**src/common/mips_cfg.svh**
```systemverilog
`ifndef MIPS_CFG_SVH
`define MIPS_CFG_SVH

// Datapath and instruction width
`define XLEN 32

// Word counts
`define IMEM_DEPTH 64
`define DMEM_DEPTH 64
`define REG_COUNT 32

`endif

```
**src/verilog/fetchStage.sv**
```systemverilog
`include "mips_cfg.svh"

module fetchStage (
	input  logic clk,
	input  logic rstN,
	input  logic run,
	input  logic stall,
	input  logic imemWe,
	input  logic [$clog2(`IMEM_DEPTH)-1:0] imemAddr,	// Word address
	input  logic [`XLEN-1:0] imemData,
	input  logic jumpTaken,
	input  logic [`XLEN-1:0] jumpTarget,
	input  logic branchTaken,
	input  logic [`XLEN-1:0] branchTarget,
	output logic [`XLEN-1:0] instrD,
	output logic [`XLEN-1:0] pcPlus4D,
	output logic validD
);

	localparam int ImemAw = $clog2(`IMEM_DEPTH);

	logic [`XLEN-1:0] imem [`IMEM_DEPTH];
	logic [`XLEN-1:0] pc;
	logic [`XLEN-1:0] pcPlus4;

	assign pcPlus4 = pc + `XLEN'(4);

	// Program load, only while halted
	always_ff @(posedge clk) begin
		if (imemWe && !run)
			imem[imemAddr] <= imemData;
	end

	// Branch wins over jump, either wins over stall
	always_ff @(posedge clk or negedge rstN) begin
		if (!rstN) begin
			pc     <= '0;
			validD <= 1'b0;
		end else if (branchTaken) begin
			pc     <= branchTarget;
			validD <= 1'b0;	// Squash wrong-path fetch
		end else if (jumpTaken) begin
			pc     <= jumpTarget;
			validD <= 1'b0;
		end else if (!stall) begin
			if (run)
				pc <= pcPlus4;
			validD <= run;
		end
	end

	// Fetch/decode payload
	always_ff @(posedge clk) begin
		if (!stall) begin
			instrD   <= imem[pc[ImemAw+1:2]];
			pcPlus4D <= pcPlus4;
		end
	end

endmodule

```
**config.mk**
```make
export PLATFORM = sky130hd
export DESIGN_NAME = fetchStage
export DESIGN_NICKNAME = d
export VERILOG_FILES = /design/src/verilog/fetchStage.sv
export VERILOG_INCLUDE_DIRS = /design/src /design/src/common
export SDC_FILE = /design/constraint.sdc
export NUM_CORES = 2
export LEC_CHECK = 0
export BUFFER_PORTS_ARGS = -buffer_cell sky130_fd_sc_hd__buf_4
export CAP_MARGIN = 0
export CELL_PAD_IN_SITES_DETAIL_PLACEMENT = 0
export CELL_PAD_IN_SITES_GLOBAL_PLACEMENT = 1
export CORE_MARGIN = 5
export CORE_UTILIZATION = 45
export CTS_CLUSTER_DIAMETER = 100
export DETAILED_ROUTE_END_ITERATION = 8
export HOLD_SLACK_MARGIN = 0.15
export PLACE_DENSITY_LB_ADDON = 0.05
export RECOVER_POWER = 25
export SLEW_MARGIN = 20
export SYNTH_ARGS = -nofsm -noshare
export SYNTH_HDL_FRONTEND = slang
export SYNTH_SLANG_ARGS = --single-unit
```
**constraint.sdc**
```tcl
create_clock -name clk -period 7.8 [get_ports clk]
set_clock_uncertainty 0.2 [all_clocks]
set_input_delay 1.56 -clock clk [delete_from_list [all_inputs] [get_ports clk]]
set_output_delay 1.56 -clock clk [all_outputs]
set_load 0.02 [all_outputs]
```
Yosys cells after proc, flatten, opt, wreduce, memory -nomap -nowiden --
Memory sizes are Yosys's and may differ from the RTL's. A register that Yosys moved wholly into a read port is not among the register bits. Cells that the tools add are included.
Operators by class: $add $sub $neg 1, equal/unequal tests 1, multiplexer cells 9, reductions and logical operators 5
Operator list (number):
- $mux 32 | 4
- $add 32x3->32 const B | 1
- $mux 1 | 5
- $ne 3x1->1 const B | 1
- $reduce_bool 3->1 | 1
- $logic_not 1->1 | 2
- $reduce_and 2->1 | 1
- $logic_and 1x1->1 | 1
Storage, ports and cells: register bits after elaboration 65, memory bits (writable) 2048, bits of input ports 109, output and inout port bits 65, logic and storage cells 20, memories 1
Memories:
- imem | depth 64, width 32, read ports 1, clocked after Yosys merged registers in 1, write ports 1, line fetchStage.sv:22 | logic [`XLEN-1:0] imem [`IMEM_DEPTH];

Logic depth before layout (Yosys ltp) --
depth after elaboration 5, mapped depth 10, mapped depth without buffers 6

Worst setup path after synthesis --
Ideal clock, no wire load.
kind input port to flip-flop, from in imemAddr[4], to mem imem[48][0] (netlist bit), enable pin, library setup time 461 ps, arrival time 4325 ps, data required time 7139 ps, setup slack 2814 ps, stages on the path 5, path buffers 1, cells stage by stage clkbuf_1 > nand2_1 > nor3_1 > nand2_1 > nor3_1
RTL lines:
- from (decl) | line fetchStage.sv:9 | input logic [$clog2(`IMEM_DEPTH)-1:0] imemAddr,
- to (decl) | line fetchStage.sv:22
No word-level cell before the write port.

Worst setup path in the final report --
from in imemData[3], to mem imem[41][3] (netlist bit), data pin
RTL lines:
- from (decl) | line fetchStage.sv:10 | input logic [`XLEN-1:0] imemData,
No word-level cell before the write port.

==> impl_results.md <==
- Syn Area/Cell: 22.0 um^2
- CP Max Fanout: 64
- Cts repair resizes: 0
- Sink Count: 2145
- Status: finished, violations left
- Pwr Density: 276 nW/um^2
- Routed vias/inst: 6.19
- VDD IR max: 0.221 mV
- FF+latch count, synth: 2145
- Number of port buffers: 173
- Total grt overflow: 0
- CTS tree: built
- Sequential cell area: 64300 um^2
- Unrepaired setup endpoints after global routing: false
- Die W: 437 um
- Share of cells above drive strength 1: 27.6%
- Crit-path slowest cell: clkbuf_1
- Vias: 40700
- DP HPWL: 146000 um
- First-pass DRT Iterations: 6
- Reg2reg path depth: 6
- Post-CTS setup buffer count: 0
- Vias in the first global route: 41100
- Fmax achieved: 204 MHz
- GRT Util Overall: 25.3%
- Crit path kind: input port to flop
- LEAKAGE: 29.3 nW
- Failing checks: capacitance limit, slew limit
- Drt drc: 0
- Reg clk slew, reported paths: 0.06 ns
- Cell variety after synth: 58
- Die height: 437 um
- Worst-Skew Late Latency: 0.86 ns
- Final wirelength: 243000 um
- Setup violations, final: 0
- Asr flop ratio synth: 1.54%
- Final min period: 4.90 ns
- Post-layout net count: 4132
- Initial antenna violation count: 24
- Slew HR: -193%
- Multi-input logic area: 17300 um^2
- Most frequent cells in the layout: edfxtp_1 (2112), mux4_2 (510), clkbuf_16 (221)
- Max incr delay on CP: 3.02 ns
- Die area: 191000 um^2
- Iter 0 DRT Violations: 5017
- Final worst setup slack: 2.90 ns
- Critical path, cell by cell: clkbuf_1
- FP Rows: 156
- Reg-to-Reg End: instrD[5]
- Worst Path Buf+Inv: 1
- Clock root buffer: clkbuf_16
- H-tree Lvls: 4
- Measured slew at the worst slew-check pin: 4.40 ns
- Top_reg_cell synth: edfxtp_1
- Fillers: 14000
- Critical Path Stages: 1
- Setup slack, reg-to-reg: 3.37 ns
- Post-DR wirelength/cell: 36.9 um
- First-pass GRT wire length: 336000 um
- Initial Util: 45.3%
- P&R area growth vs syn: 15.1%
- Post-CTS Hold Buffers: 0
- Critical Path Source: imemData[3]
- Final Hold Fails: 0
- Yosys warning total: 0
- Net count after synthesis: 3842
- Worst Path Required: 7.60 ns
- Fin. max-slew vios: 1895
- Post-synth EDFFs: 2112
- Period utilization: 62.9%
- RePlAce Congestion: 0.835
- Number of max-cap violations: 30
- Worst min path class: flop to flop
- Cell Area, Synth: 82200 um^2
- Register area share after synthesis: 78.1%
- Largest net degree at the start of global routing: 106
- Clk buf depth: 3
- Critical path endpoint: imem[41][3]
- Synth Instances: 3732
- Startpoint Class: input port
- Worst R2R Start: pc[2]
- TNS Setup: 0 ns
- Number of I/O pins: 174
- Routed Antenna Nets: 0
- Core area: 181000 um^2
- Num CTS Buffers: 219
- Kind of end point of the critical path: flop
- Commonest non-fill, non-tap cell in the layout: edfxtp_1
- Critical Path AT: 4.71 ns
- Dpl ws: 2.76 ns
- Family with the most delay on the worst path: buffers and inverters
-- power breakdown --
part | internal (W) | total, W | switching (W)
logic | 0.000896 | 0.00258 | 0.00168
registers | 0.0128 | 0.0130 | 0.000186
clock network | 0.00611 | 0.0105 | 0.00441
-- cell usage after synthesis (all sizes together), types with 2 or more instances --
cell,count,area (um^2)
or4,4,30.0
a22o,2,17.5
a31oi,4,25.0
xor2,10,87.6
a211oi,9,67.6
o22a,8,70.1
a211o,5,43.8
nand2,85,319
o22ai,47,294
a221oi,12,105
and2,11,68.8
nand3,48,240
nand3b,4,30.0
a2111oi,3,32.5
nor4,8,50.1
o21a,14,105
o211ai,3,22.5
or2,3,18.8
nor2b,12,75.1
and3,13,81.3
or3b,3,26.3
o221ai,19,166
nor3,27,135
or3,8,50.1
a221o,16,160
mux2i,40,400
buf,121,810
o21ai,28,140
nand2b,10,62.6
edfxtp,2112,63400
nand4,10,62.6
and4,6,52.6
o211a,2,20.0
nor3b,3,22.5
o31ai,14,105
dfrtp,33,826
o311a,11,110
a22oi,115,863
nor2,121,454
mux4,510,11500
inv,10,37.5
a21oi,87,435
a311oi,2,17.5
clkbuf,94,353
xnor2,20,175
-- area by class of cell --
type | count | share of cell area [%]
diodes | 7 | 0.0185
clock buffers | 260 | 6.00
clock inverters | 142 | 1.58
inverters | 11 | 0.0450
multi-input cells | 1361 | 18.3
flip-flops and latches | 2145 | 67.9
well taps | 2370 | 3.13
repair buffers | 284 | 3.04
-- routing by layer --
layer	track usage, %	up-vias	share of wire, %
met2	40.9	1802	49
li1	-	16500	-
met3	4.70	321	7.7
met5	0	-	0.017
met4	6.99	6	2.9
met1	35.6	22100	40
-- worst min-delay path by stage --
| stage | slack (ns) | cells past startpoint | to | startpoint |
|---|---|---|---|---|
| 2_1_floorplan | 0.22 | 0 | pcPlus4D[0] | pc[0] |
| 3_3_place_gp | 0.24 | 0 | pcPlus4D[1] | pc[1] |
| 3_5_place_dp | 0.24 | 0 | pcPlus4D[0] | pc[0] |
| 4_1_cts | 0.26 | 0 | pcPlus4D[0] | pc[0] |
| 5_1_grt | 0.26 | 0 | pcPlus4D[0] | pc[0] |
| 6_report | 0.26 | 0 | pcPlus4D[0] | pc[0] |
-- cell families after synthesis --
kind of cell	synth area share [%]
muxes	14.5
DFF	78.1
adders and majority gates	0.0152
buffers and inverters	1.46
xor gates and xnor gates	0.320
AOI/OAI and AO/OA	3.44
and+or+nand+nor	2.16
-- sequential cells by signal, indices dropped and copies added (netlist names) --
register  flops
imem       2048
pc           32
validD        1
pcPlus4D     32
instrD       32
-- per-stage QoR --
step	hold slack [ns]	instances	util, %	instance area [um^2]	power [W]
floorplan	0.224	3732	-	82200	0.0145
global placement	0.243	6123	47.7	86400	0.0158
detailed placement	0.243	6139	47.9	86800	0.0159
CTS	0.259	6541	51.8	94000	0.0263
global route	0.262	6573	52.2	94600	0.0269
finish	0.256	6580	52.2	94600	0.0261
Power figures use the tool's default switching activity.
