[config.mk]
export PLATFORM = sky130hd
export DESIGN_NAME = memStage
export DESIGN_NICKNAME = d
export VERILOG_FILES = /design/src/verilog/memStage.sv
export VERILOG_INCLUDE_DIRS = /design/src /design/src/common
export SDC_FILE = /design/constraint.sdc
export NUM_CORES = 2
export LEC_CHECK = 0
export CORE_MARGIN = 3
export CORE_UTILIZATION = 40
export DETAILED_ROUTE_END_ITERATION = 10
export DONT_BUFFER_PORTS = 1
export PLACE_DENSITY = 0.54
export SKIP_LAST_GASP = 1
export SLEW_MARGIN = 20
export SYNTH_ARGS = -nofsm -noshare
export SYNTH_HDL_FRONTEND = slang
export SYNTH_SLANG_ARGS = --single-unit
[constraint.sdc]
create_clock -name clk -period 2.8 [get_ports clk]
set_clock_uncertainty 0.1 [all_clocks]
set_input_delay 0.28 -clock clk [delete_from_list [all_inputs] [get_ports clk]]
set_output_delay 0.28 -clock clk [all_outputs]
set_load 0.01 [all_outputs]
[src/common/mips_cfg.svh]
`ifndef MIPS_CFG_SVH
`define MIPS_CFG_SVH

// Datapath and instruction width
`define XLEN 32

// Word counts
`define IMEM_DEPTH 64
`define DMEM_DEPTH 64
`define REG_COUNT 32

`endif

[src/verilog/memStage.sv]
`include "mips_cfg.svh"

module memStage (
	input  logic clk,
	input  logic rstN,
	input  logic validM,
	input  logic regWriteM,
	input  logic memToRegM,
	input  logic memReadM,
	input  logic memWriteM,
	input  logic [`XLEN-1:0] aluResultM,	// Byte address or result
	input  logic [`XLEN-1:0] storeDataM,
	input  logic [4:0] writeRegM,
	output logic fwdMemValid,
	output logic [4:0] fwdMemReg,
	output logic [`XLEN-1:0] fwdMemData,
	output logic wbValid,
	output logic [4:0] wbReg,
	output logic [`XLEN-1:0] wbData,
	output logic memWrValid,
	output logic [`XLEN-1:0] memWrAddr,
	output logic [`XLEN-1:0] memWrData
);

	localparam int DmemAw = $clog2(`DMEM_DEPTH);

	logic [`XLEN-1:0] dmem [`DMEM_DEPTH];
	logic [DmemAw-1:0] wordAddr;

	assign wordAddr = aluResultM[DmemAw+1:2];

	// Load data not ready yet, so loads are not forwarded from here
	assign fwdMemValid = validM && regWriteM && !memReadM;
	assign fwdMemReg   = writeRegM;
	assign fwdMemData  = aluResultM;

	// Store trace
	assign memWrValid = validM && memWriteM;
	assign memWrAddr  = aluResultM;
	assign memWrData  = storeDataM;

	always_ff @(posedge clk) begin
		if (memWrValid)
			dmem[wordAddr] <= storeDataM;
	end

	always_ff @(posedge clk or negedge rstN) begin
		if (!rstN)
			wbValid <= 1'b0;
		else
			wbValid <= validM && regWriteM && writeRegM != 5'd0;	// r0 writes dropped
	end

	always_ff @(posedge clk) begin
		wbReg  <= writeRegM;
		wbData <= memToRegM ? dmem[wordAddr] : aluResultM;
	end

endmodule

# == Word level (Yosys, flattened, before mapping) ==
# Memories as Yosys holds them, arrays and structs flattened.
# Cells that the tools add are included.
# classes
n_mux,3
n_reduce_logical,6
# ops
op,n
32-bit two-way mux,1
5-bit nonzero test,1
1-bit logical AND,4
1-bit two-way mux,2
1-bit zero test,1
# word_totals
ff_bits,38
ram_bits,2048
inputBits,76
n_memories,1
# mem_list
memory,words,width,rd,rd_clocked_by_memory_dff,write_ports,line,rtl
dmem,64,32,1,0,1,memStage.sv:27,logic [`XLEN-1:0] dmem [`DMEM_DEPTH];

# == Depth between registers and ports, before layout ==
# logic_depth
depth_word,3
mapped_depth,10
ltp_nobuf,6

# == Worst setup path before layout ==
# OpenSTA, ideal clock, no wires.
# synth_timing
kind,input -> register
start,in aluResultM[4]
end,mem dmem[13][0] (netlist name) (enable)
arrival_ns,2.899
required_time_ns,2.279
setup_slack_ns,-0.621
stages,8
path_cell_list,buf_6 buf_4 buf_4 buf_4 buf_2 buf_2 nand3_1 nor2_1
# synth_rtl
item,line,rtl
start: declaration,memStage.sv:11,"input logic [`XLEN-1:0] aluResultM,"
end: declaration,memStage.sv:27,
# No word-level cell before the write port.

# == Worst setup path after layout ==
# layout_timing
start,in aluResultM[4]
end,reg wbData[18]
# layout_via
elab_chain_len,2
# layout_rtl
item,line,rtl
memory read 64 x 32 bit,-,
32-bit two-way mux,memStage.sv:56,wbData <= memToRegM ? dmem[wordAddr] : aluResultM;
end signal: assignment,memStage.sv:56,
end: declaration,memStage.sv:19,"output logic [`XLEN-1:0] wbData,"
# No other way between the ends.

==> metrics.cfg <==
[logic_synthesis]
synth_nets = 4347
syn_area_sq_mm = 0.0804
avgSynthCellArea_sq_um = 18.8
async_reset_ff_frac = 0.000479
synth-edff-count = 2048
yosys_most_used_dff = edfxtp_1
synth_cells = 4271
synth_seq_cells = 2086
ys.warnings.count = 0
synth_cell_types = 69
ys_seq_area_frac = 0.774

[floorplan]
die_x_microns = 454
rows = 163
core_sq_mm = 0.199
dieArea_sq_mm = 0.206
start_util = 0.405
io_pins = 217
die_y_microns = 454

[placement]
dpl_worst_slack_ns = -0.317
place.gp.congestion = 0.858
port-buffer-count = 0
hpwl_mm = 166

[power_and_ir_drop]
total_power_w = 0.0674
ir_worst_vdd_uv = 763
power.leakage_nw = 30.8
p_per_area_mw_per_mm2 = 703

[setup_path]
startpoint = aluResultM[4]
critPathRequiredTime_ns = 3.45
crit_fanout = 445
end_kind = flop
critPathLaunchType = input pin
r2r_start = dmem[47][18]$_DFFE_PP_
critPathArrivalTime_ns = 4.39
path_class = input pin to flop

[drt]
drc_errors = 0
first_pass_iters = 6
routedWlPerCell_microns = 41.0
antenna_left = 0
num_vias = 47900
wl_mm = 306
vias_per_cell = 6.41
drt_iter0_drc = 7850

[final_layout]
layout-drive-gt1-share = 0.245
final_common_cell = edfxtp_1
fillers = 16600
mostFrequentLayoutCells = edfxtp_1, buf_4, clkbuf_16
nets = 4702
syn2layout_area_growth_pct = 19.2

[grt]
first_global_vias = 44900
globalRouteOverflowTotal = 0
antenna_found_initial = 50
grt_pass1_wl_mm = 402
groute.usage.overall = 0.287
grt_max_degree = 446

[clocking]
cts_root_buffer = clkbuf_16
clockBufferDepth = 3
cts_made_buffers = 210
htreeDepth = 4
worstSkewPairLatency_ns = 0.88
clock_sinks = 2086
clkTransAtPathRegs_ns = 0.06
cts_tree = yes

[status]
status = complete, but fails checks
violations = slew limit, setup timing

[timing]
slew_viol_final = 676
hold_violations = 0
fin_crit_sh = 1.33
period_needed_ns = 3.74
tightest_slew_ns = 2.56
fin_ws_ns = -0.938
fmax_mhz = 268
setup_violations = 739
slew_headroom = -0.708
rsz0062_at_grt = true

[flow_run]
max_cap_viol_count = 0

[hold_path]
hold_start = memToRegM
min_path_type = input pin to flop

-- power breakdown --
group | internal (W) | leakage (nW) | total [W] | switching [W]
combinational | 0.00153 | 8.58 | 0.00404 | 0.00251
sequential | 0.0344 | 18.7 | 0.0346 | 0.000156
clock | 0.0164 | 3.46 | 0.0287 | 0.0123
-- cell usage after synthesis (all sizes together), types with 3 or more instances --
| cell type | n | area (sq um) |
|---|---|---|
| edfxtp | 2048 | 61500 |
| buf | 297 | 1970 |
| a221oi | 230 | 2010 |
| mux2i | 208 | 2080 |
| nor2 | 189 | 714 |
| mux4 | 173 | 3900 |
| mux2 | 144 | 1630 |
| a22oi | 129 | 968 |
| o21ai | 121 | 606 |
| a21oi | 112 | 561 |
| nand2 | 92 | 345 |
| clkbuf | 90 | 338 |
| o22ai | 80 | 500 |
| a22o | 38 | 333 |
| dfxtp | 37 | 741 |
| a221o | 35 | 350 |
| nand3 | 30 | 150 |
| o32a | 21 | 210 |
| a31oi | 16 | 100 |
| o211ai | 16 | 120 |
| a222oi | 12 | 120 |
| o2bb2ai | 12 | 105 |
| nand4 | 11 | 68.8 |
| nor3 | 11 | 60.1 |
| o22a | 10 | 87.6 |
| a211oi | 9 | 67.6 |
| and3 | 9 | 56.3 |
| and2 | 7 | 43.8 |
| nor2b | 7 | 43.8 |
| a41oi | 6 | 52.6 |
| inv | 5 | 18.8 |
| nand2b | 5 | 31.3 |
| nand3b | 5 | 37.5 |
| o2111ai | 5 | 43.8 |
| o221ai | 5 | 43.8 |
| a2111oi | 4 | 35.0 |
| nor3b | 4 | 30.0 |
| or3b | 4 | 35.0 |
| o211a | 3 | 30.0 |
| or2 | 3 | 18.8 |
-- registers in the layout, indices dropped and copies added (netlist names) --
| name | flops |
|---|---|
| wbData | 32 |
| wbValid | 1 |
| dmem | 2048 |
| wbReg | 5 |
-- critical path, stage by stage --
cell and delay, ns:
nand2_1 0.95, buf_4 0.33, o22ai_1 0.16, o21ai_1 0.19
o211ai_1 0.33, o32a_1 0.45, dlygate4sd3_1 0.57
-- routing by layer --
| layer | vias up | track usage | wire length [microns] |
|---|---|---|---|
| li1 | 18400 | - | - |
| met1 | 25300 | 0.402 | 118000 |
| met2 | 3416 | 0.433 | 138000 |
| met3 | 715 | 0.0637 | 34500 |
| met4 | 14 | 0.125 | 15600 |
| met5 | - | 0 | 86 |
-- stage by stage --
stage	instance area (sq um)	TNS (ns)	std cells	utilization	hold WS (ns)
after detailed placement	86100	-0.693	6880	0.433	-0.116
after floorplan	80600	-638.11	4271	-	-0.116
after global placement	86100	-0.543	6880	0.433	-0.116
final	95900	-102.78	7464	0.483	0.0687
after global routing	95900	-1.74	7454	0.483	0.0618
after CTS	95200	0	7419	0.479	0.00951
-- logic make-up (layout without fill, tap and decap cells) --
family / after synthesis / count (layout) / synth area share
flip-flops: 2086 / 2086 / 0.774
AO/OA/AOI/OAI: 883 / 883 / 0.0810
multiplexers: 525 / 525 / 0.0946
buffers and inverters: 392 / 933 / 0.0289
AND/OR/NAND/NOR: 385 / 385 / 0.0213
other: 0 / 12 / 0
-- final cells by class --
class | instances | area, sq um | share of cell area
diodes | 12 | 30.0 | 0.000313
clock buffers | 263 | 5640 | 0.0588
clock inverters | 135 | 1390 | 0.0145
inverters | 5 | 30.0 | 0.000313
multi-input cells | 1793 | 16600 | 0.173
flip-flops and latches | 2086 | 62300 | 0.649
well taps | 2640 | 3300 | 0.0344
repair buffers | 530 | 6670 | 0.0695
-- final timing paths --
| kind | to | slack, ns | cells past startpoint |
|---|---|---|---|
| max | wbData[18]$_DFF_P_ | -0.94 | 7 |
| min | wbData[13]$_DFF_P_ | 0.07 | 5 |
| max reg2reg | wbData[18]$_DFF_P_ | -0.05 | 7 |
| min reg2reg | wbData[8]$_DFF_P_ | 0.64 | 4 |
| max in group asynchronous | wbValid$_DFF_PN0_ | 2.42 | 2 |
| min in group asynchronous | wbValid$_DFF_PN0_ | 0.08 | 2 |
-- repair_timing --
action	in CTS	in global routing
hold buffers	141	1
setup endpoints to repair	1	273
endpoints found under the hold margin	2087	1
cloned	0	13
resized for setup	1	37
setup buffers	0	18
pin swaps	0	16
Note: power is estimated with default switching activity, not from simulation.
