$ cat src/common/mips_cfg.svh
`ifndef MIPS_CFG_SVH
`define MIPS_CFG_SVH

// Datapath and instruction width
`define XLEN 32

// Word counts
`define IMEM_DEPTH 64
`define DMEM_DEPTH 64
`define REG_COUNT 32

`endif

$ cat src/common/mipsPkg.sv
package mipsPkg;

	////////////////////////////////////////////////////////////////////
	// Instruction fields
	////////////////////////////////////////////////////////////////////

	// Supported primary opcodes
	typedef enum logic [5:0] {
		RTYPE = 6'b000000,
		LW    = 6'b100011,
		SW    = 6'b101011,
		BNE   = 6'b000101,
		J     = 6'b000010,
		ADDI  = 6'b001000
	} opcodeT;

	// R-type funct codes
	typedef enum logic [5:0] {
		FN_ADD = 6'b100000,
		FN_SUB = 6'b100010,
		FN_AND = 6'b100100,
		FN_OR  = 6'b100101,
		FN_SLT = 6'b101010
	} functT;

	////////////////////////////////////////////////////////////////////
	// ALU selection
	////////////////////////////////////////////////////////////////////

	typedef enum logic [1:0] {
		ADD_CLASS   = 2'b00,	// Address calc, addi
		SUB_CLASS   = 2'b01,	// bne compare
		FUNCT_CLASS = 2'b10	// Look at funct
	} aluOpT;

	typedef enum logic [2:0] {ADD, SUB, AND, OR, SLT} aluCtrlT;

endpackage

$ cat src/control/mainControl.sv
module mainControl (
	input  mipsPkg::opcodeT opcode,	// Instr [31:26]
	output logic regDst,
	output logic aluSrc,
	output logic memToReg,
	output logic regWrite,
	output logic memRead,
	output logic memWrite,
	output logic branch,
	output mipsPkg::aluOpT aluOp,
	output logic flushControl,		// Squash younger instr
	output logic nextPcControl		// Take jump target
);

	always_comb begin
		// Default is a no-op, also covers unknown opcodes
		regDst        = 1'b0;
		aluSrc        = 1'b0;
		memToReg      = 1'b0;
		regWrite      = 1'b0;
		memRead       = 1'b0;
		memWrite      = 1'b0;
		branch        = 1'b0;
		aluOp         = mipsPkg::ADD_CLASS;
		flushControl  = 1'b0;
		nextPcControl = 1'b0;
		case (opcode)
			mipsPkg::RTYPE: begin
				regDst   = 1'b1;	// Dest in rd
				regWrite = 1'b1;
				aluOp    = mipsPkg::FUNCT_CLASS;
			end
			mipsPkg::LW: begin
				aluSrc   = 1'b1;	// Base + offset
				memToReg = 1'b1;
				regWrite = 1'b1;
				memRead  = 1'b1;
			end
			mipsPkg::SW: begin
				aluSrc   = 1'b1;
				memWrite = 1'b1;
			end
			mipsPkg::BNE: begin
				branch = 1'b1;
				aluOp  = mipsPkg::SUB_CLASS;	// Compare by subtract
			end
			mipsPkg::J: begin
				flushControl  = 1'b1;
				nextPcControl = 1'b1;
			end
			mipsPkg::ADDI: begin
				aluSrc   = 1'b1;
				regWrite = 1'b1;	// Dest in rt
			end
			default: ;	// Unknown, stays a bubble
		endcase
	end

endmodule

$ cat src/verilog/decodeStage.sv
`include "mips_cfg.svh"

module decodeStage (
	input  logic clk,
	input  logic rstN,
	input  logic [`XLEN-1:0] instrD,
	input  logic [`XLEN-1:0] pcPlus4D,
	input  logic validD,
	input  logic branchTaken,
	input  logic wbValid,
	input  logic [4:0] wbReg,
	input  logic [`XLEN-1:0] wbData,
	output logic stall,
	output logic jumpTaken,
	output logic [`XLEN-1:0] jumpTarget,
	output logic regDstE,
	output logic aluSrcE,
	output logic memToRegE,
	output logic regWriteE,
	output logic memReadE,
	output logic memWriteE,
	output logic branchE,
	output mipsPkg::aluOpT aluOpE,
	output logic [`XLEN-1:0] rsDataE,
	output logic [`XLEN-1:0] rtDataE,
	output logic [`XLEN-1:0] immE,
	output logic [4:0] rsE,
	output logic [4:0] rtE,
	output logic [4:0] rdE,
	output logic [5:0] functE,
	output logic [`XLEN-1:0] pcPlus4E,
	output logic validE
);

	logic [`XLEN-1:0] rf [`REG_COUNT];
	logic [4:0] rs, rt, rd;
	logic regDst, aluSrc, memToReg, regWrite, memRead, memWrite, branch;
	logic flushControl, nextPcControl;
	logic bubble;
	mipsPkg::aluOpT aluOp;

	// Write-through read, r0 hardwired
	function automatic logic [`XLEN-1:0] readReg(input logic [4:0] idx);
		if (idx == 5'd0)
			return '0;
		if (wbValid && wbReg == idx)
			return wbData;	// Same-cycle write is visible
		return rf[idx];
	endfunction

	assign rs = instrD[25:21];
	assign rt = instrD[20:16];
	assign rd = instrD[15:11];

	mainControl mainControl_inst (
		.opcode(mipsPkg::opcodeT'(instrD[31:26])),
		.regDst(regDst),
		.aluSrc(aluSrc),
		.memToReg(memToReg),
		.regWrite(regWrite),
		.memRead(memRead),
		.memWrite(memWrite),
		.branch(branch),
		.aluOp(aluOp),
		.flushControl(flushControl),
		.nextPcControl(nextPcControl)
	);

	always_ff @(posedge clk) begin
		if (wbValid)
			rf[wbReg] <= wbData;
	end

	////////////////////////////////////////////////////////////////////
	// Hazards and redirect
	////////////////////////////////////////////////////////////////////

	// Load in execute feeding this instr
	assign stall = validD && validE && memReadE && rtE != 5'd0 && (rtE == rs || rtE == rt);
	assign jumpTaken = validD && flushControl;
	assign jumpTarget = nextPcControl ? {pcPlus4D[31:28], instrD[25:0], 2'b00} : pcPlus4D;
	assign bubble = !validD || stall || branchTaken;

	// Decode/execute control, cleared on bubble
	always_ff @(posedge clk or negedge rstN) begin
		if (!rstN) begin
			validE    <= 1'b0;
			regDstE   <= 1'b0;
			aluSrcE   <= 1'b0;
			memToRegE <= 1'b0;
			regWriteE <= 1'b0;
			memReadE  <= 1'b0;
			memWriteE <= 1'b0;
			branchE   <= 1'b0;
			aluOpE    <= mipsPkg::ADD_CLASS;
		end else begin
			validE    <= !bubble;
			regDstE   <= regDst;
			aluSrcE   <= aluSrc;
			memToRegE <= memToReg;
			regWriteE <= regWrite && !bubble;
			memReadE  <= memRead && !bubble;
			memWriteE <= memWrite && !bubble;
			branchE   <= branch && !bubble;
			aluOpE    <= aluOp;
		end
	end

	// Payload
	always_ff @(posedge clk) begin
		rsDataE  <= readReg(rs);
		rtDataE  <= readReg(rt);
		immE     <= {{(`XLEN-16){instrD[15]}}, instrD[15:0]};	// Sign extend
		rsE      <= rs;
		rtE      <= rt;
		rdE      <= rd;
		functE   <= instrD[5:0];
		pcPlus4E <= pcPlus4D;
	end

endmodule

$ cat config.mk
export PLATFORM = sky130hd
export DESIGN_NAME = decodeStage
export DESIGN_NICKNAME = d
export VERILOG_FILES = /design/src/common/mipsPkg.sv /design/src/control/mainControl.sv /design/src/verilog/decodeStage.sv
export VERILOG_INCLUDE_DIRS = /design/src /design/src/common
export SDC_FILE = /design/constraint.sdc
export NUM_CORES = 1
export LEC_CHECK = 0
export BUFFER_PORTS_ARGS = -buffer_cell sky130_fd_sc_hd__clkbuf_2
export CAP_MARGIN = 20
export CORE_MARGIN = 4
export CORE_UTILIZATION = 55
export DETAILED_ROUTE_END_ITERATION = 16
export MAX_ROUTING_LAYER = met4
export PLACE_DENSITY = 0.76
export SLEW_MARGIN = 40
export SYNTH_ARGS = -nofsm -noshare
export SYNTH_HDL_FRONTEND = slang
export SYNTH_HIERARCHICAL = 1
export SYNTH_SLANG_ARGS = --single-unit
$ cat constraint.sdc
create_clock -name clk -period 3 [get_ports clk]
set_input_delay 0.6 -clock clk [delete_from_list [all_inputs] [get_ports clk]]
set_output_delay 0.6 -clock clk [all_outputs]
set_load 0.1 [all_outputs]
Word-level counts from Yosys, hierarchy flattened

Memories as Yosys holds them, arrays and structs flattened.
Cells that the tools add are included.

Eq/ne operators: 9
Reductions and logical operators: 22
Mux-type cells: 25

Operator list:

| kind                                          | number |
|---|---|
| 2-to-1 mux 32 bit                             | 8 |
| 2-to-1 mux 28 bit                             | 1 |
| == test 5 bit                                 | 4 |
| 2-to-1 mux 1 bit                              | 15 |
| == test 6 bit, second input constant          | 2 |
| logical AND 1 bit                             | 11 |
| logical NOT 5 bit                             | 2 |
| == test 6 x 2 -> 1 bit, second input constant | 1 |
| == test 6 x 3 -> 1 bit, second input constant | 1 |
| == test 6 x 4 -> 1 bit, second input constant | 1 |
| logical NOT 6 bit                             | 1 |
| OR reduction 3 bit                            | 2 |
| nonzero test 5 bit                            | 1 |
| case mux 2 bit (2 select lines)               | 1 |
| logical OR 1 bit                              | 3 |
| logical NOT 1 bit                             | 2 |

Register bits after elaboration: 143
Memories kept: 1
Input port bits: 106
Output and inout bits: 193
Memory bits (writable): 1024

Memory list:

| name | depth | bits a word | read ports | clocked after Yosys merged registers in | wr ports | line              | text |
|---|---|---|---|---|---|---|---|
| rf   | 32    | 32          | 2          | 0                                       | 1        | decodeStage.sv:35 | `` logic [`XLEN-1:0] rf [`REG_COUNT]; `` |

Logic depth before layout (Yosys ltp)

Gate-level depths: netlist (run 1).

Depth after elaboration: 8
Gate-level depth with buffers: 10
Mapped depth without buffers: 5

Hierarchy

The synthesis (run 1) kept the hierarchy.

Modules (own cells, without submodules):

| module      | area each (µm²) | cells an instance | instances |
|---|---|---|---|
| decodeStage | 51755.9         | 2786              | 1 |
| mainControl | 138.9           | 17                | 1 |

Least setup slack after synthesis (run 1)

No wires, ideal clock.

Kind: input-to-output
From: input instrD[29]
To: output jumpTarget[10]
Stages: 6
Arrival: 2700 ps
Slack: -300 ps
Buffers on the path: 3
Path through: or4_4 -> nor3b_2 -> buf_4 -> clkbuf_1 -> buf_1 -> mux2_2

Longest elaborated chain between the ends: 3

RTL lines:

| what                   | line              | text |
|---|---|---|
| start: declaration     | decodeStage.sv:6  | `` input logic [`XLEN-1:0] instrD, `` |
| == test 6 x 2 -> 1 bit | --                |  |
| 2-to-1 mux 1 bit       | --                |  |
| via flushControl       | decodeStage.sv:38 | `logic flushControl, nextPcControl;` |
| 2-to-1 mux 28 bit      | decodeStage.sv:81 | `assign jumpTarget = nextPcControl ? {pcPlus4D[31:28], instrD[25:0], 2'b00} : pcPlus4D;` |
| end: declaration       | decodeStage.sv:15 | `` output logic [`XLEN-1:0] jumpTarget, `` |

The timed path passes the listed nets, and every way through them passes these cells.

Final worst setup path (run 1)

From: input instrD[29]
To: output jumpTarget[3]

The elaborated chain is that of the path after synthesis.

==> results of run 1 <==
==> how the worst min path moves through the flow <==
stage,startpoint,end,slack [ns]
2_1_floorplan,rstN,aluOpE[0],0.30
3_3_place_gp,rstN,validE,0.49
3_5_place_dp,rstN,validE,0.49
4_1_cts,pcPlus4D[10],pcPlus4E[10],0.0002
5_1_grt,pcPlus4D[22],pcPlus4E[22],-0.0007
6_report,pcPlus4D[22],pcPlus4E[22],0.03
==> per-stage QoR <==
step	setup WS, ns	hold slack, ns	TNS, ns
floorplan	-0.192	0.304	-60.22
global placement	0.0900	0.485	0
detailed placement	0.0848	0.489	0
CTS	0.0782	0.000173	0
global route	0.0398	-0.000701	0
finish	0.0862	0.0326	0
==> state kept, by name, summed over array words and instances, names as in the netlist, 5 cells and up <==
| register | cells |
|---|---|
| functE | 5 |
| rtE | 5 |
| rtDataE | 32 |
| rsDataE | 32 |
| pcPlus4E | 32 |
| immE | 7 |
| rsE | 5 |
| rf | 1024 |
==> critical path, delay by kind of cell <==
family,cells,cell delay (ns)
AND/OR/NAND/NOR,2,0.78
buffers and inverters,3,0.51
multiplexers,1,0.40
==> cell type report <==
class	count	area, um2	share of cell area
Tap cell	1254	1570	0.0257
Inverter	2	8.76	0.000143
Multi-Input combinational cell	1388	17300	0.284
Antenna cell	16	40.0	0.000655
Sequential cell	1156	33400	0.547
Clock buffer	158	3180	0.0521
Clock inverter	63	624	0.0102
Timing Repair Buffer	575	4930	0.0807
==> synthesized netlist by cell type (23+ instances only) <==
cell         n  share of area
buf_6       25         0.0054
o21ai_0     29         0.0028
clkbuf_1    99         0.0072
a22oi_1     72          0.010
nor2b_1     27         0.0033
a221oi_1    80          0.014
edfxtp_1  1024           0.59
a21oi_1     71         0.0068
a211o_1     29         0.0049
buf_4       66         0.0095
mux4_2     375           0.16
mux2_2      72          0.016
dfxtp_1    122          0.047
nor2_1      49         0.0035
o221ai_1    25         0.0042
a221o_1     23         0.0044
buf_2       50         0.0048
nand2_1     43         0.0031
mux2i_1    279          0.054
==> report_power, final <==
group	internal (W)	total [W]	switching [W]
Clock	0.00823	0.0145	0.00623
Combinational	0.00155	0.00495	0.00340
Sequential	0.0178	0.0181	0.000246
==> kinds of logic after synthesis <==
kind of cell	Yosys count
buffers and inverters	259
multiplexers	744
AND/OR/NAND/NOR	198
AO/OA/AOI/OAI	426
flip-flops	1156
XOR/XNOR	20
==> per-layer routing <==
metal / wire (um) / share of wire / up-vias / global-route usage
met5: 0 / 0 / - / -
met4: 10700 / 0.064 / 0 / 0.183
met3: 22400 / 0.13 / 686 / 0.0962
met2: 79200 / 0.47 / 2916 / 0.534
met1: 55100 / 0.33 / 16700 / 0.412
li1: - / - / 12800 / -
==> timing repair <==
| item | CTS | global route |
|---|---|---|
| resized for setup | 0 | 0 |
| hold buffers | 21 | 0 |
| setup buffers | 0 | 0 |
| hold endpoints to repair | 30 | 0 |
==> flow_summary.yaml, run 1 <==
routing:
  via_per_inst: 7.17
  wl_um: 167000
  drtPass1Iterations: 8
  vias: 33100
  drt-wirelength-per-cell_um: 36.3
  first_iter_violations: 5371
  drc: 0
  antenna_left: 0
clock_tree:
  cts_root_buf: "clkbuf_16"
  cts_buffers: 116
  cts.clk_slew.worst_paths_ns: 0.06
  cts_max_level: 3
  clkSinkCount: 1156
  cts.path.max_buffers: 3
  cts_tree: "yes"
  insertion_delay_ns: 0.72
cells_and_area:
  fin_area_mm2: 0.0611
  final_cells: 4612
  fin_nets: 3345
  drive_gt1_frac: 0.370
  layout_commonest_cell: "edfxtp_1"
  final_cell_mix: "edfxtp_1 (1024), mux4_2 (375), mux2i_1 (279), clkbuf_2 (260), buf_4 (194)"
  fill_cells: 6122
  area_growth_pct: 17.8
  fin_util: 0.654
placement:
  place_congestion: 0.974
  post-dp-hpwl_um: 105000
  io_buffers: 298
  dp.cells: 4354
  placedInstanceArea_mm2: 0.0571
critical_path:
  crit_type: "primary input to output pin"
  critical_path.cell_chain: "clkbuf_2 -> or4_4 -> nor3b_4 -> buf_12 -> mux2_2 -> buf_12"
  cp-start-kind: "primary input"
  critical-path-slowest-cell: "or4_4"
  reg2reg_depth: 4
  arrival_ns: 2.31
  cp_max_fo: 29
  reg2reg_slack_ns: 0.90
  critPathCapture: "jumpTarget[3]"
  crit-reg2reg-launch: "rf[18][4]"
  r2r-end: "rtDataE[4]"
  cp_slowest_stage_delay_ns: 0.56
  critPathCaptureType: "output pin"
  crit_top_cell: "buf_12"
  cp.required_ns: 2.40
  startpoint: "instrD[29]"
worst_hold_path:
  hold_depth: 1
  hold_class: "primary input to register"
global_route:
  antenna_found_initial: 16
  grt_max_degree: 45
  grt_usage: 0.344
  grt_pass1_wl_um: 236000
  first_global_vias: 33700
  gr-total-overflow: 0
floorplanning:
  die_area_mm2: 0.0993
  ios: 299
  dieHeight_um: 315
  die_w_um: 315
  core-area_mm2: 0.0935
  initial_core_util: 0.555
  rows: 112
pwr:
  p_leak_nw: 21.2
  powerDensity_mw_per_mm2: 613
  peakVddDrop_mv: 0.604
  finalPower_w: 0.0375
synthesis:
  yosys.area_share.simple: 0.0199
  ys_ff_latch: 1156
  synthCells: 2803
  synth_edf_count: 1024
  syn_area_mm2: 0.0519
  synthMuxAreaShare: 0.241
  ys_seq_area_frac: 0.644
  synthArstFlopShare: 0.00865
  synth-xor-area-share: 0.00338
  synth_top_family_by_area: "multiplexers"
  yosys.area_share.adder: 0
  synthFlopType: "edfxtp_1"
  yosysWarnings: 6
  synth_nets: 2909
  avgSynthCellArea_um2: 18.5
  synthDistinctLibCells: 62
  synth_compound_area_frac: 0.0618
sta:
  max-slew-margin-rel: 0.452
  tightest_slew_ns: 0.822
  hold_viol: 0
  setup_viol: 0
  skew_ns: 0.0242
  timing.fmax_ghz: 0.343
  fin_crit_sh: 0.971
  min_period_ns: 2.91
  slew_violations: 0
  rsz0062_at_grt: "false"
status:
  status: "complete, no violations"
run:
  maxCapViolCount: 0
(Power assumes the default switching activity.)
==> run 2: changes to the inputs <==
ABC_CLOCK_PERIOD_IN_PS = 3000   (was default)
RECOVER_POWER = 25   (was default)
==> run 2 against run 1 <==
Effect of this change:
- combinational power about the same
- power about the same
- final cell count barely moved
- sequential power about the same
- worst hold slack gained 0.012 ns
- global-route usage is the same
- critical path depth unchanged
- count of clock-buffer cells in the layout unchanged
- critical endpoint is now jumpTarget[4]
- largest power group unchanged
==> flow_summary.yaml, run 2 (same netlist as run 1, synthesis figures left out) <==
critical_path:
  cp_slowest_stage_delay_ns: 0.56
  critical-path-slowest-cell: "or4_4"
  cp-start-kind: "primary input"
  cp.required_ns: 2.40
  critical_path.cell_chain: "clkbuf_2 -> or4_4 -> nor3b_4 -> buf_12 -> mux2_2 -> buf_12"
  crit_top_cell: "buf_12"
  arrival_ns: 2.31
  crit_type: "primary input to output pin"
  cp_max_fo: 29
  critPathCaptureType: "output pin"
floorplanning:
  ios: 299
  dieHeight_um: 315
  die_area_mm2: 0.0993
  die_w_um: 315
  rows: 112
  core-area_mm2: 0.0935
  initial_core_util: 0.555
routing:
  drc: 0
  first_iter_violations: 5337
  wl_um: 167000
  via_per_inst: 7.18
  vias: 33100
  antenna_left: 0
  drt-wirelength-per-cell_um: 36.3
  drtPass1Iterations: 6
pwr:
  power.switching_w: 0.00988
  pwr-share-seq: 0.483
  power.share.clock: 0.386
  powerDensity_mw_per_mm2: 614
  combPwrFrac: 0.132
  peakVddDrop_mv: 0.607
  finalPower_w: 0.0375
  p_leak_nw: 21.0
  power.internal_w: 0.0276
  swShare: 0.263
worst_hold_path:
  hold_class: "primary input to register"
sta:
  tightest_slew_ns: 1.42
  fin_crit_sh: 0.971
  skew_ns: 0.0243
  setup_ws_ns: 0.0856
  slew_violations: 0
  timing.fmax_ghz: 0.343
  min_period_ns: 2.91
  rsz0062_at_grt: "false"
  setup_viol: 0
  hold_viol: 0
  max-slew-margin-rel: 0.0542
  fin_tns_setup_ns: 0
placement:
  placedInstanceArea_mm2: 0.0571
  post-place-ws_ns: 0.0848
  dp.cells: 4354
  io_buffers: 298
  place_congestion: 0.974
  post-dp-hpwl_um: 105000
cells_and_area:
  area_growth_pct: 17.7
  layout_commonest_cell: "edfxtp_1"
  regMostFlops: "rf"
  final_cells: 4611
  fin_nets: 3345
  largest_reg_flops: 1024
  final_cell_mix: "edfxtp_1 (1024), mux4_2 (375), mux2i_1 (279), clkbuf_2 (196), buf_4 (192)"
  drive_gt1_frac: 0.350
  fin_area_mm2: 0.0611
  fill_cells: 6163
run:
  maxCapViolCount: 0
clock_tree:
  cts_tree: "yes"
  cts_root_buf: "clkbuf_16"
  cts_setup_buffers: 0
  insertion_delay_ns: 0.71
  cts_max_level: 3
  clkSinkCount: 1156
  cts.path.max_buffers: 3
  cts_buffers: 116
  cts.clk_slew.worst_paths_ns: 0.06
global_route:
  grt_pass1_wl_um: 236000
  grt_usage: 0.344
  grt_max_degree: 45
  gr-total-overflow: 0
  antenna_found_initial: 16
  first_global_vias: 33700
status:
  status: "complete, no violations"
## run 2: per-stage QoR
| step | utilization | hold WS (ns) |
|---|---|---|
| finish | 0.653 | 0.0451 |
| detailed placement | 0.611 | 0.489 |
| floorplan | - | 0.304 |
| global route | 0.653 | 0.0152 |
| global placement | 0.611 | 0.485 |
| CTS | 0.654 | 0.000173 |
## run 2: timing repair
item | 4_1_cts | 5_1_grt
endpoints found under the hold margin | 30 | 0
hold buffers | 21 | 0
gates resized for setup | 0 | 0
## run 2: worst paths after layout
path	from	end	slack, ns	cells after the start
worst max-delay path	instrD[29]	jumpTarget[4]	0.09	6
worst min-delay path	pcPlus4D[10]	pcPlus4E[10]	0.05	1
worst max register to register	rf[18][4]	rtDataE[4]	0.90	4
worst min register to register	validE	validE	0.74	2
max in group asynchronous	rstN	aluOpE[1]	2.18	2
min in group asynchronous	rstN	memWriteE	0.42	2
## run 2: metal layers
metal	up-vias	global-route usage	routed length, um
met1	16700	0.412	55200
met3	716	0.0962	22300
met4	0	0.183	11100
li1	12800	-	-
met5	-	-	0
met2	2936	0.534	78600
## run 2: worst max-delay path, delay by kind of cell
family	cells	cell delay, ns
mux	1	0.39
simple gates	2	0.78
buf+inv	3	0.51
## run 2: area by class of cell
| class | instances | area [um2] | area share |
|---|---|---|---|
| tap | 1254 | 1570 | 0.0257 |
| multi-input combinational | 1388 | 17300 | 0.284 |
| clock buffer | 158 | 3180 | 0.0522 |
| timing repair buffer | 575 | 4850 | 0.0794 |
| antenna | 15 | 37.5 | 0.000615 |
| inverter | 2 | 8.76 | 0.000143 |
| clock inverter | 63 | 624 | 0.0102 |
| sequential | 1156 | 33400 | 0.548 |
## run 2: power groups by stage
stage               clock, W  combinational, W  sequential, W
floorplan                  0           0.00214         0.0195
global placement           0           0.00480         0.0184
detailed placement         0           0.00486         0.0184
CTS                   0.0145           0.00491         0.0181
global route          0.0153           0.00508         0.0181
finish                0.0145           0.00494         0.0181
